$ cat src/rv_lite_pkg.sv
package rv_lite_pkg;

  localparam int xlen       = 32;
  localparam int reg_addr_w = 5;
  localparam int opcode_w   = 7;
  localparam int funct3_w   = 3;
  localparam int sel_w      = 4;  // one bit per byte lane

  localparam logic [xlen-1:0] reset_pc = 32'h8000_0000;

  // major opcodes, only the supported ones
  localparam logic [opcode_w-1:0] op_imm   = 7'b001_0011;
  localparam logic [opcode_w-1:0] op_lui   = 7'b011_0111;
  localparam logic [opcode_w-1:0] op_auipc = 7'b001_0111;
  localparam logic [opcode_w-1:0] op_jal   = 7'b110_1111;
  localparam logic [opcode_w-1:0] op_jalr  = 7'b110_0111;
  localparam logic [opcode_w-1:0] op_load  = 7'b000_0011;
  localparam logic [opcode_w-1:0] op_store = 7'b010_0011;

  // access size codes, stores use b/h/w only
  localparam logic [funct3_w-1:0] f3_b  = 3'b000;
  localparam logic [funct3_w-1:0] f3_h  = 3'b001;
  localparam logic [funct3_w-1:0] f3_w  = 3'b010;
  localparam logic [funct3_w-1:0] f3_bu = 3'b100;
  localparam logic [funct3_w-1:0] f3_hu = 3'b101;

  localparam logic [funct3_w-1:0] f3_addi = 3'b000;  // the only op-imm kept

  // one instruction word, read as I-type or as S-type
  typedef union packed {
    struct packed {
      logic [11:0]           imm;
      logic [reg_addr_w-1:0] rs1;
      logic [funct3_w-1:0]   funct3;
      logic [reg_addr_w-1:0] rd;
      logic [opcode_w-1:0]   opcode;
    } i;
    struct packed {
      logic [6:0]            imm_hi;
      logic [reg_addr_w-1:0] rs2;
      logic [reg_addr_w-1:0] rs1;
      logic [funct3_w-1:0]   funct3;
      logic [4:0]            imm_lo;
      logic [opcode_w-1:0]   opcode;
    } s;
  } inst_u;

endpackage

$ cat src/rv_lite_core.sv
module rv_lite_core (
  input  logic                               clk,
  input  logic                               arst_n,
  input  logic [rv_lite_pkg::xlen-1:0]       inst,
  output logic [rv_lite_pkg::xlen-1:0]       pc,
  output logic                               wb_cyc,
  output logic                               wb_stb,
  output logic                               wb_we,
  output logic [rv_lite_pkg::xlen-1:0]       wb_adr,
  output logic [rv_lite_pkg::xlen-1:0]       wb_dat_w,
  output logic [rv_lite_pkg::sel_w-1:0]      wb_sel,
  input  logic [rv_lite_pkg::xlen-1:0]       wb_dat_r,
  input  logic                               wb_ack
);

  logic [rv_lite_pkg::reg_addr_w-1:0] rs1;
  logic [rv_lite_pkg::reg_addr_w-1:0] rs2;
  logic [rv_lite_pkg::reg_addr_w-1:0] rd;
  logic [rv_lite_pkg::funct3_w-1:0]   funct3;
  logic [rv_lite_pkg::xlen-1:0]       imm;
  logic                               pc_base;
  logic                               jump;
  logic                               jump_reg;
  logic                               reg_we;
  logic                               mem_rd;
  logic                               mem_wr;
  logic [rv_lite_pkg::xlen-1:0]       rs1_data;
  logic [rv_lite_pkg::xlen-1:0]       rs2_data;
  logic [rv_lite_pkg::xlen-1:0]       sum;
  logic [rv_lite_pkg::xlen-1:0]       link;
  logic                               mem_wait;
  logic                               rd_we;
  logic [rv_lite_pkg::xlen-1:0]       rd_data;

  rv_lite_decode decode_inst (
    .inst     (inst),
    .rs1      (rs1),
    .rs2      (rs2),
    .rd       (rd),
    .funct3   (funct3),
    .imm      (imm),
    .pc_base  (pc_base),
    .jump     (jump),
    .jump_reg (jump_reg),
    .reg_we   (reg_we),
    .mem_rd   (mem_rd),
    .mem_wr   (mem_wr)
  );

  rv_lite_regfile regfile_inst (
    .clk      (clk),
    .arst_n   (arst_n),
    .rs1      (rs1),
    .rs2      (rs2),
    .we       (rd_we),
    .rd       (rd),
    .rd_data  (rd_data),
    .rs1_data (rs1_data),
    .rs2_data (rs2_data)
  );

  rv_lite_execute execute_inst (
    .clk      (clk),
    .arst_n   (arst_n),
    .rs1_data (rs1_data),
    .imm      (imm),
    .pc_base  (pc_base),
    .jump     (jump),
    .jump_reg (jump_reg),
    .mem_wait (mem_wait),
    .pc       (pc),
    .sum      (sum),
    .link     (link)
  );

  // data bus master and write-back
  rv_lite_result result_inst (
    .clk      (clk),
    .arst_n   (arst_n),
    .sum      (sum),
    .link     (link),
    .rs2_data (rs2_data),
    .funct3   (funct3),
    .jump     (jump),
    .reg_we   (reg_we),
    .mem_rd   (mem_rd),
    .mem_wr   (mem_wr),
    .wb_dat_r (wb_dat_r),
    .wb_ack   (wb_ack),
    .wb_cyc   (wb_cyc),
    .wb_stb   (wb_stb),
    .wb_we    (wb_we),
    .wb_adr   (wb_adr),
    .wb_dat_w (wb_dat_w),
    .wb_sel   (wb_sel),
    .mem_wait (mem_wait),
    .rd_we    (rd_we),
    .rd_data  (rd_data)
  );

endmodule

$ cat src/rv_lite_decode.sv
module rv_lite_decode (
  input  rv_lite_pkg::inst_u                    inst,
  output logic [rv_lite_pkg::reg_addr_w-1:0]    rs1,
  output logic [rv_lite_pkg::reg_addr_w-1:0]    rs2,
  output logic [rv_lite_pkg::reg_addr_w-1:0]    rd,
  output logic [rv_lite_pkg::funct3_w-1:0]      funct3,
  output logic [rv_lite_pkg::xlen-1:0]          imm,
  output logic                                  pc_base,
  output logic                                  jump,
  output logic                                  jump_reg,
  output logic                                  reg_we,
  output logic                                  mem_rd,
  output logic                                  mem_wr
);

  logic [rv_lite_pkg::xlen-1:0]     word;
  logic [rv_lite_pkg::opcode_w-1:0] opcode;
  logic [rv_lite_pkg::xlen-1:0]     imm_i;
  logic [rv_lite_pkg::xlen-1:0]     imm_s;
  logic [rv_lite_pkg::xlen-1:0]     imm_u;
  logic [rv_lite_pkg::xlen-1:0]     imm_j;

  assign word   = inst;  // raw view for the U and J fields
  assign opcode = inst.i.opcode;
  assign rs2    = inst.s.rs2;
  assign rd     = inst.i.rd;
  assign funct3 = inst.i.funct3;

  assign imm_i = {{20{inst.i.imm[11]}}, inst.i.imm};
  assign imm_s = {{20{inst.s.imm_hi[6]}}, inst.s.imm_hi, inst.s.imm_lo};
  assign imm_u = {word[31:12], 12'h000};  // already shifted into place
  assign imm_j = {{12{word[31]}}, word[19:12], word[20], word[30:21], 1'b0};

  always_comb begin
    rs1      = inst.i.rs1;
    imm      = imm_i;
    pc_base  = 1'b0;
    jump     = 1'b0;
    jump_reg = 1'b0;
    reg_we   = 1'b0;
    mem_rd   = 1'b0;
    mem_wr   = 1'b0;
    case (opcode)
      rv_lite_pkg::op_imm: begin
        reg_we = (inst.i.funct3 == rv_lite_pkg::f3_addi);
      end
      rv_lite_pkg::op_lui: begin
        rs1    = '0;  // x0 + imm
        imm    = imm_u;
        reg_we = 1'b1;
      end
      rv_lite_pkg::op_auipc: begin
        imm     = imm_u;
        pc_base = 1'b1;
        reg_we  = 1'b1;
      end
      rv_lite_pkg::op_jal: begin
        imm     = imm_j;
        pc_base = 1'b1;
        jump    = 1'b1;
        reg_we  = 1'b1;
      end
      rv_lite_pkg::op_jalr: begin
        jump     = 1'b1;
        jump_reg = 1'b1;
        reg_we   = 1'b1;
      end
      rv_lite_pkg::op_load: begin
        case (inst.i.funct3)
          rv_lite_pkg::f3_b, rv_lite_pkg::f3_h, rv_lite_pkg::f3_w,
          rv_lite_pkg::f3_bu, rv_lite_pkg::f3_hu: begin
            mem_rd = 1'b1;
            reg_we = 1'b1;
          end
          default: ;  // unknown size, no-op
        endcase
      end
      rv_lite_pkg::op_store: begin
        imm    = imm_s;
        mem_wr = (inst.s.funct3 == rv_lite_pkg::f3_b) ||
                 (inst.s.funct3 == rv_lite_pkg::f3_h) ||
                 (inst.s.funct3 == rv_lite_pkg::f3_w);
      end
      default: ;  // dropped opcodes fall through as no-ops
    endcase
  end

endmodule

$ cat src/rv_lite_execute.sv
module rv_lite_execute (
  input  logic                         clk,
  input  logic                         arst_n,
  input  logic [rv_lite_pkg::xlen-1:0] rs1_data,
  input  logic [rv_lite_pkg::xlen-1:0] imm,
  input  logic                         pc_base,
  input  logic                         jump,
  input  logic                         jump_reg,
  input  logic                         mem_wait,
  output logic [rv_lite_pkg::xlen-1:0] pc,
  output logic [rv_lite_pkg::xlen-1:0] sum,
  output logic [rv_lite_pkg::xlen-1:0] link
);

  logic [rv_lite_pkg::xlen-1:0] base;
  logic [rv_lite_pkg::xlen-1:0] target;
  logic [rv_lite_pkg::xlen-1:0] next_pc;

  // one adder for addresses, results and jump targets
  assign base = pc_base ? pc : rs1_data;
  assign sum  = base + imm;
  assign link = pc + 32'd4;

  assign target  = jump_reg ? {sum[rv_lite_pkg::xlen-1:1], 1'b0} : sum;  // jalr drops bit 0
  assign next_pc = jump ? target : link;

  always_ff @(posedge clk or negedge arst_n) begin
    if (!arst_n) begin
      pc <= rv_lite_pkg::reset_pc;
    end else if (!mem_wait) begin
      pc <= next_pc;
    end
  end

  // jump targets come from the register file and the decoded immediate
  a_pc_aligned: assert property (
    @(posedge clk) disable iff (!arst_n)
    pc[1:0] == 2'b00
  ) else $error("pc not word aligned: %h", pc);

endmodule

$ cat src/rv_lite_regfile.sv
module rv_lite_regfile (
  input  logic                               clk,
  input  logic                               arst_n,
  input  logic [rv_lite_pkg::reg_addr_w-1:0] rs1,
  input  logic [rv_lite_pkg::reg_addr_w-1:0] rs2,
  input  logic                               we,
  input  logic [rv_lite_pkg::reg_addr_w-1:0] rd,
  input  logic [rv_lite_pkg::xlen-1:0]       rd_data,
  output logic [rv_lite_pkg::xlen-1:0]       rs1_data,
  output logic [rv_lite_pkg::xlen-1:0]       rs2_data
);

  localparam int depth = 1 << rv_lite_pkg::reg_addr_w;

  logic [rv_lite_pkg::xlen-1:0] regs [depth];

  // x0 is cleared here and never written afterwards
  always_ff @(posedge clk or negedge arst_n) begin
    if (!arst_n) begin
      for (int i = 0; i < depth; i++) begin
        regs[i] <= '0;
      end
    end else if (we && (rd != '0)) begin
      regs[rd] <= rd_data;
    end
  end

  assign rs1_data = regs[rs1];  // async read
  assign rs2_data = regs[rs2];

endmodule

$ cat src/rv_lite_result.sv
module rv_lite_result (
  input  logic                               clk,
  input  logic                               arst_n,
  input  logic [rv_lite_pkg::xlen-1:0]       sum,
  input  logic [rv_lite_pkg::xlen-1:0]       link,
  input  logic [rv_lite_pkg::xlen-1:0]       rs2_data,
  input  logic [rv_lite_pkg::funct3_w-1:0]   funct3,
  input  logic                               jump,
  input  logic                               reg_we,
  input  logic                               mem_rd,
  input  logic                               mem_wr,
  input  logic [rv_lite_pkg::xlen-1:0]       wb_dat_r,
  input  logic                               wb_ack,
  output logic                               wb_cyc,
  output logic                               wb_stb,
  output logic                               wb_we,
  output logic [rv_lite_pkg::xlen-1:0]       wb_adr,
  output logic [rv_lite_pkg::xlen-1:0]       wb_dat_w,
  output logic [rv_lite_pkg::sel_w-1:0]      wb_sel,
  output logic                               mem_wait,
  output logic                               rd_we,
  output logic [rv_lite_pkg::xlen-1:0]       rd_data
);

  logic                         run;
  logic                         mem_req;
  logic                         misaligned;
  logic [rv_lite_pkg::xlen-1:0] lane;
  logic [rv_lite_pkg::xlen-1:0] load_data;

  // first cycle after reset release issues nothing
  always_ff @(posedge clk or negedge arst_n) begin
    if (!arst_n) begin
      run <= 1'b0;
    end else begin
      run <= 1'b1;
    end
  end

  assign mem_req  = run && (mem_rd || mem_wr);
  assign wb_cyc   = mem_req;
  assign wb_stb   = mem_req;
  assign wb_we    = mem_req && mem_wr;
  assign wb_adr   = {sum[rv_lite_pkg::xlen-1:2], 2'b00};
  assign mem_wait = !run || (mem_req && !wb_ack);  // pc holds while high

  // store lanes and byte selects by access size
  always_comb begin
    case (funct3)
      rv_lite_pkg::f3_b, rv_lite_pkg::f3_bu: begin
        wb_dat_w   = {4{rs2_data[7:0]}};
        wb_sel     = 4'b0001 << sum[1:0];
        misaligned = 1'b0;
      end
      rv_lite_pkg::f3_h, rv_lite_pkg::f3_hu: begin
        wb_dat_w   = {2{rs2_data[15:0]}};
        wb_sel     = sum[1] ? 4'b1100 : 4'b0011;
        misaligned = sum[0];
      end
      default: begin
        wb_dat_w   = rs2_data;
        wb_sel     = 4'b1111;
        misaligned = |sum[1:0];
      end
    endcase
  end

  assign lane = wb_dat_r >> {sum[1:0], 3'b000};  // addressed lane down to bit 0

  always_comb begin
    case (funct3)
      rv_lite_pkg::f3_b:  load_data = {{24{lane[7]}}, lane[7:0]};
      rv_lite_pkg::f3_h:  load_data = {{16{lane[15]}}, lane[15:0]};
      rv_lite_pkg::f3_bu: load_data = {24'h00_0000, lane[7:0]};
      rv_lite_pkg::f3_hu: load_data = {16'h0000, lane[15:0]};
      default:            load_data = wb_dat_r;
    endcase
  end

  assign rd_we   = run && reg_we && (!mem_rd || wb_ack);  // loads wait for ack
  assign rd_data = mem_rd ? load_data : (jump ? link : sum);

  // pc and the fetched word must stay put across wait states
  a_req_stable: assert property (
    @(posedge clk) disable iff (!arst_n)
    (wb_stb && !wb_ack) |=> wb_stb && $stable(wb_adr) && $stable(wb_sel) &&
                             $stable(wb_dat_w) && $stable(wb_we)
  ) else $error("bus request changed before ack");

  a_aligned: assert property (
    @(posedge clk) disable iff (!arst_n)
    wb_stb |-> !misaligned
  ) else $error("misaligned access at %h", sum);

endmodule

$ cat config.mk
export PLATFORM = sky130hd
export DESIGN_NAME = rv_lite_core
export DESIGN_NICKNAME = d
export VERILOG_FILES = /design/src/rv_lite_pkg.sv /design/src/rv_lite_core.sv /design/src/rv_lite_decode.sv /design/src/rv_lite_execute.sv /design/src/rv_lite_regfile.sv /design/src/rv_lite_result.sv
export SDC_FILE = /design/constraint.sdc
export NUM_CORES = 2
export LEC_CHECK = 0
export BUFFER_PORTS_ARGS = -buffer_cell sky130_fd_sc_hd__buf_4
export CORE_MARGIN = 2
export CORE_UTILIZATION = 64
export DETAILED_ROUTE_END_ITERATION = 12
export PLACE_DENSITY = 0.81
export RECOVER_POWER = 100
export SETUP_SLACK_MARGIN = 0.05
export SYNTH_ARGS = -nofsm -noshare
export SYNTH_HDL_FRONTEND = slang
export SYNTH_HIERARCHICAL = 1
export SYNTH_SLANG_ARGS = --single-unit
$ cat constraint.sdc
create_clock -name clk -period 12.2 [get_ports clk]
set_input_delay 3.66 -clock clk [delete_from_list [all_inputs] [get_ports clk]]
set_output_delay 3.66 -clock clk [all_outputs]
set_load 0.1 [all_outputs]
Word-level counts from Yosys, hierarchy flattened. Index checks and enable logic that the tools add are counted.

Register bits: 1057. Bits of input ports: 67. Output and inout port bits: 103. Logic and storage cells: 107.

Add/sub/neg operators: 2. Order comparisons: 4. Eq/ne operators: 11. Shift-type cells: 2. Mux-type cells: 27. Bitwise operators: 3. Reductions and logical operators: 24.

Operator list (count): 1024-bit bitwise mux (1); 32-bit binary-select mux with 5-bit select (2); 32-bit 2-to-1 mux (9); 32-bit demux with 5-bit select (1); 32-bit one-hot mux with 4 select lines (1); 31-bit one-hot mux with 3 select lines (1); 32-bit one-hot mux with 2 select lines (1); 32-bit by 3-bit adder with 32-bit output (second input constant) (1); 32-bit adder (1); 32-bit by 5-bit right shift with 16-bit output (1); 6-bit greater-or-equal comparator (second input constant) (3); 5-bit inverter with 6-bit output (3); 7-bit by 5-bit == test with 1-bit output (second input constant) (2); 7-bit by 6-bit == test with 1-bit output (second input constant) (2); 7-bit == test (second input constant) (2); 2-bit OR reduction (5); 4-bit one-hot mux with 2 select lines (1); 7-bit by 2-bit == test with 1-bit output (second input constant) (1); 1-bit logical AND (7); 1-bit 2-to-1 mux (7); 3-bit == test (second input constant) (2); 6-bit by 1-bit < comparator with 1-bit output (second input constant) (1); 1-bit logical OR (5); 5-bit 2-to-1 mux (1); other kinds (10) (12).

Depth between registers and ports, before layout.
Depth after elaboration: 12. Depth in mapped cells: 29. Gate-level depth less buffers: 24.

Cells and area by module. The synthesis kept the hierarchy.

Modules (own cells, without submodules): rv_lite_regfile (times used 1, cells each 4601, area each 55942.4 µm², sequential area each 25624.6 µm²); rv_lite_execute (times used 1, cells each 567, area each 4385.5 µm², sequential area each 802.0 µm²); rv_lite_result (times used 1, cells each 283, area each 2110.8 µm², sequential area each 25.0 µm²); rv_lite_decode (times used 1, cells each 82, area each 590.6 µm², sequential area each 0.0 µm²).

Worst setup path after synthesis. Ideal clock, no wire load.

Kind: input port to output port. Start point: in inst[2] (netlist bit). End point: out wb_sel[0] (netlist bit). Data arrival time: 8.179 ns. Data required time: 8.540 ns. Path slack: 0.361 ns. Stages: 21. Buffers on the path: 7. Cell sequence: and3_4 and3_4 buf_6 nand2_1 and2_1 buf_2 buf_4 buf_4 buf_4 mux2i_1 a21oi_1 nand3_1 nand3_1 mux2_2 ha_1 inv_1 fa_1 inv_1 clkbuf_1 clkbuf_1 o21bai_1.

Word-level cells in the longest chain between the ends: 10. Elaborated cells on any way between the ends: 18. Those cells by class: add/sub (1); eq/ne (4); shift (1); mux (9); bitwise (1); reduce/logical (2).

Ends and longest elaborated chain: start, declared (RTL line rv_lite_core.sv:4) `input logic [rv_lite_pkg::xlen-1:0] inst,`; 7-bit by 6-bit == test with 1-bit output * (RTL line rv_lite_decode.sv:43) `case (opcode)`; 5-bit 2-to-1 mux * (RTL line rv_lite_decode.sv:43); named net rs1, one bit (RTL line rv_lite_core.sv:16) `logic [rv_lite_pkg::reg_addr_w-1:0] rs1;`; 5-bit inverter with 6-bit output (not written as such) * (RTL line rv_lite_regfile.sv:28) `assign rs1_data = regs[rs1];`; 32-bit binary-select mux with 5-bit select * (RTL line rv_lite_regfile.sv:28); 32-bit 2-to-1 mux (not written as such) * (2 in a row) (RTL line rv_lite_regfile.sv:28); named net rs1_data, one bit (RTL line rv_lite_core.sv:27) `logic [rv_lite_pkg::xlen-1:0] rs1_data;`; 32-bit 2-to-1 mux * (RTL line rv_lite_execute.sv:20) `assign base = pc_base ? pc : rs1_data;`; 32-bit adder * (RTL line rv_lite_execute.sv:21) `assign sum = base + imm;`; named net sum, one bit (RTL line rv_lite_core.sv:29) `logic [rv_lite_pkg::xlen-1:0] sum;`; 4-bit 2-to-1 mux or 1-bit by 2-bit << shifter with 4-bit output (tied branches) (RTL line rv_lite_result.sv:57, rv_lite_result.sv:52); 4-bit one-hot mux with 2 select lines * (RTL line rv_lite_result.sv:49) `case (funct3)`; end, declared (RTL line rv_lite_core.sv:11) `output logic [rv_lite_pkg::sel_w-1:0] wb_sel,`.

Mark *: on every way through the listed nets, which the timed path passes. The rest lies on a longest branch. The select of a mux whose other input is x is not followed.

Final worst setup path.
Start point: in inst[0] (netlist bit). End point: out wb_adr[27] (netlist bit).

Word-level cells in the longest chain between the ends: 8. Elaborated cells on any way between the ends: 15. Those cells by class: add/sub (1); eq/ne (4); mux (7); bitwise (1); reduce/logical (2).

Ends and longest elaborated chain: 7-bit by 6-bit == test with 1-bit output (RTL line rv_lite_decode.sv:43); 5-bit 2-to-1 mux (RTL line rv_lite_decode.sv:43); named net rs1, one bit (RTL line rv_lite_core.sv:16); 5-bit inverter with 6-bit output (not written as such) (RTL line rv_lite_regfile.sv:28); 32-bit binary-select mux with 5-bit select (RTL line rv_lite_regfile.sv:28); 32-bit 2-to-1 mux (not written as such) (2 in a row) (RTL line rv_lite_regfile.sv:28); named net rs1_data, one bit (RTL line rv_lite_core.sv:27); 32-bit 2-to-1 mux (RTL line rv_lite_execute.sv:20); 32-bit adder (RTL line rv_lite_execute.sv:21); end, declared (RTL line rv_lite_core.sv:9) `output logic [rv_lite_pkg::xlen-1:0] wb_adr,`.

The timed path passes the listed nets, and every way through them passes these cells. The select of a mux whose other input is x is not followed.

==> impl_metrics.toml <==
[floorplanning]
dieArea_mm2 = 0.101
initial_utilization_pct = 64.3
coreArea_mm2 = 0.0980
die_h_um = 318
die_x_um = 318
top_level_ports = 170
rows = 115

[sta]
worst_pin_slew_ns = 5.77
hold_viol = 0
max_freq_mhz = 82.4
fin_skew_ns = 0.0473
setup_tns_ns = 0
setup_viol_count_final = 0
fin_ws_ns = 0.0638
min_period_over_period_pct = 99.5
rsz0062_at_grt = "yes"
finalMaxSlewViolations = 670
post-route-min-period_ns = 12.14
maxSlewHeadroom_pct = -285

[route]
first_pass_iters = 6
routed_via_density = 7.17
drc = 0
wl_um = 220000
dr.first_iter.drc_count = 7021
wire_per_inst_um = 31.3
postRouteAntennaNets = 0
via_count = 50438

[clocking]
ctsHoldBuffers = 0
root_buffer = "clkbuf_16"
htreeDepth = 3
clk_path_buf_depth = 3
cts.reportedPaths.clkPinSlew_ns = 0.06
cts.sinks = 1057
cts_inserted_buffers = 110
tritoncts = "yes"
insertion_delay_ns = 0.73

[setup_path]
cp_cell_sequence = "buf_4 -> and3_4 -> and3_4 -> nand2_8 -> and2_4 -> buf_12 -> buf_6 -> buf_12 -> clkbuf_16 -> buf_4 -> mux2i_1 -> a22oi_1 -> nand3_1 -> nand3_1 -> mux2_2 -> ha_1 -> nand4_1 -> or3_4 -> or4_4 -> o211ai_2 -> nand2b_4 -> a221oi_2 -> xnor2_1 -> buf_6"
worstPathRequired_ns = 8.54
regToRegStartpoint = "regfile_inst/regs[832]"
arrival_ns = 8.48
slowest_stage = "or4_4"
reg2regPathDepth = 14
crit_start = "inst[0]"
endpoint_kind = "output pin"
startpoint_type = "input pin"
path_class = "input pin to output pin"
cpPeakStageDelay_ns = 0.49
path_max_fanout = 14

[finish]
fin_util_pct = 72.5
final_common_cell = "dfrtp_1"
fillers = 6565
nets = 5744
drive_above_1_share_pct = 33.2
final-instance-count-excl-fill = 7032
area_delta_synth_final_pct = 12.7
layout_common_cells = "dfrtp_1 (1,056), mux2i_1 (1,052), mux2_2 (1,020)"

[synth]
syn-cell-area_mm2 = 0.0630
synth_cell_types = 91
ys_ff_latch = 1057
synth_area_per_cell_um2 = 11.4
async_reset_ff_share_pct = 100
syn_inst = 5533
synth_largest_area_cell = "dfrtp_1"
synthFlopType = "dfrtp_1"
ys_seq_area_share_pct = 42.0
synth_top_area_share_pct = 41.9
yosys_warnings = 6
synth_area_leaders = "dfrtp_1 (42%), mux2_2 (18%), mux2i_1 (17%)"
synth_edf_count = 0

[placed_design]
dp_hpwl_um = 135000
io_buffers = 167
gp_congestion = 0.976
dp_slack_ns = -0.455
dp_cells = 6776

[global_route]
antenna_found_initial = 17
track_usage_pct = 42.1
grt_pass1_vias = 49433
overflow = 0
grt_pass1_wl_um = 320000
grt_max_degree = 187

[worst_hold_path]
hold_path_startpoint = "regfile_inst/regs[999]"
hold_path_class = "register to register"
hold_depth = 0

[status]
violations = "capacitance limit, slew limit"
status = "finished, violations left"

[pwr]
ir_worst_vdd_uv = 123
p_leak_uw = 0.0353
p_per_area_mw_per_mm2 = 141

[run]
drv_cap = 5
## final timing paths
| path | slack [ns] | end |
|---|---|---|
| hold reg to reg | 0.40 | regfile_inst/regs[999] |
| min in group asynchronous | 5.08 | regfile_inst/regs[426] |
| setup / recovery | 0.06 | wb_adr[27] |
| hold / removal | 0.40 | regfile_inst/regs[999] |
| setup reg to reg | 6.20 | regfile_inst/regs[856] |
| max in group asynchronous | 1.49 | regfile_inst/regs[789] |
## state kept, by name, indices dropped and copies added (netlist names)
name,cells
execute_inst/pc,32
result_inst/run,1
regfile_inst/regs,1024
## final cells by class
class | count | area [um^2] | share of cell area [%]
clock buffers | 158 | 3230 | 4.54
inverters | 21 | 78.8 | 0.111
repair buffers | 589 | 5420 | 7.63
well taps | 1287 | 1610 | 2.27
clock inverters | 43 | 538 | 0.757
multi-input cells | 3865 | 33700 | 47.4
diodes | 12 | 30.0 | 0.0423
flip-flops and latches | 1057 | 26500 | 37.2
## Yosys cell counts (12+ instances only)
master and instances:
a21o_1 33, a21oi_1 256, a22o_1 132, a22oi_1 203, a31oi_1 72, and2_1 17, and3_1 15, buf_1 31
buf_2 118, buf_4 126, buf_6 51, clkbuf_1 263, dfrtp_1 1056, ha_1 32, inv_1 20, mux2_1 39
mux2_2 1020, mux2i_1 1058, nand2_1 293, nand3_1 223, nor2_1 70, nor2_4 17, nor2b_1 17, nor3_1 75
o21ai_0 51, o22ai_1 12, xnor2_1 30, xor2_1 26
## through the flow
stage          total power [uW]  area [um^2]  hold WS (ns)
3_5_place_dp               6420        66500         0.389
4_1_cts                    9910        70400         0.404
6_report                  10000        71100         0.402
5_1_grt                   10300        71000         0.415
2_1_floorplan              5510        63000         0.449
3_3_place_gp               6390        66500         0.384
## logic make-up (layout without fill, tap and decap cells)
kind of cell | count (synthesis) | count (layout) | share of synthesized area [%]
XOR/XNOR | 56 | 56 | 0.778
AND/OR/NAND/NOR | 798 | 798 | 6.19
adder cells (fa/ha/maj) | 34 | 34 | 0.683
AO/OA/AOI/OAI | 856 | 856 | 9.35
other | 2 | 15 | 0.0119
buffers and inverters | 612 | 811 | 5.26
multiplexers | 2118 | 2118 | 35.8
flip-flops | 1057 | 1057 | 42.0
## critical path: cells and delay by family
kind	cells	cell delay (ns)
mux	2	0.55
simple gates	10	2.18
xor+xnor	1	0.25
fa+ha+maj	1	0.31
buf+inv	7	1.21
compound gates	3	0.30
## timing repair
item	CTS	global route
buffers inserted	3	31
setup endpoints to repair	22	22
gates cloned	2	8
pin swaps	3	16
resized for setup	17	65
## report_power, final
part | internal, uW | switching (uW)
clock | 2060 | 1460
combinational | 806 | 1930
sequential | 3620 | 147
total | 6490 | 3540
## metal layers
layer  GRT usage [%]  vias to the layer above  wire (um)
li1                -                    20547          -
met1            54.5                    25333      82400
met2            62.1                     3633      95000
met3            12.5                      901      27400
met4            26.2                       24      15000
met5               0                        -        276
(Power assumes the default switching activity.)
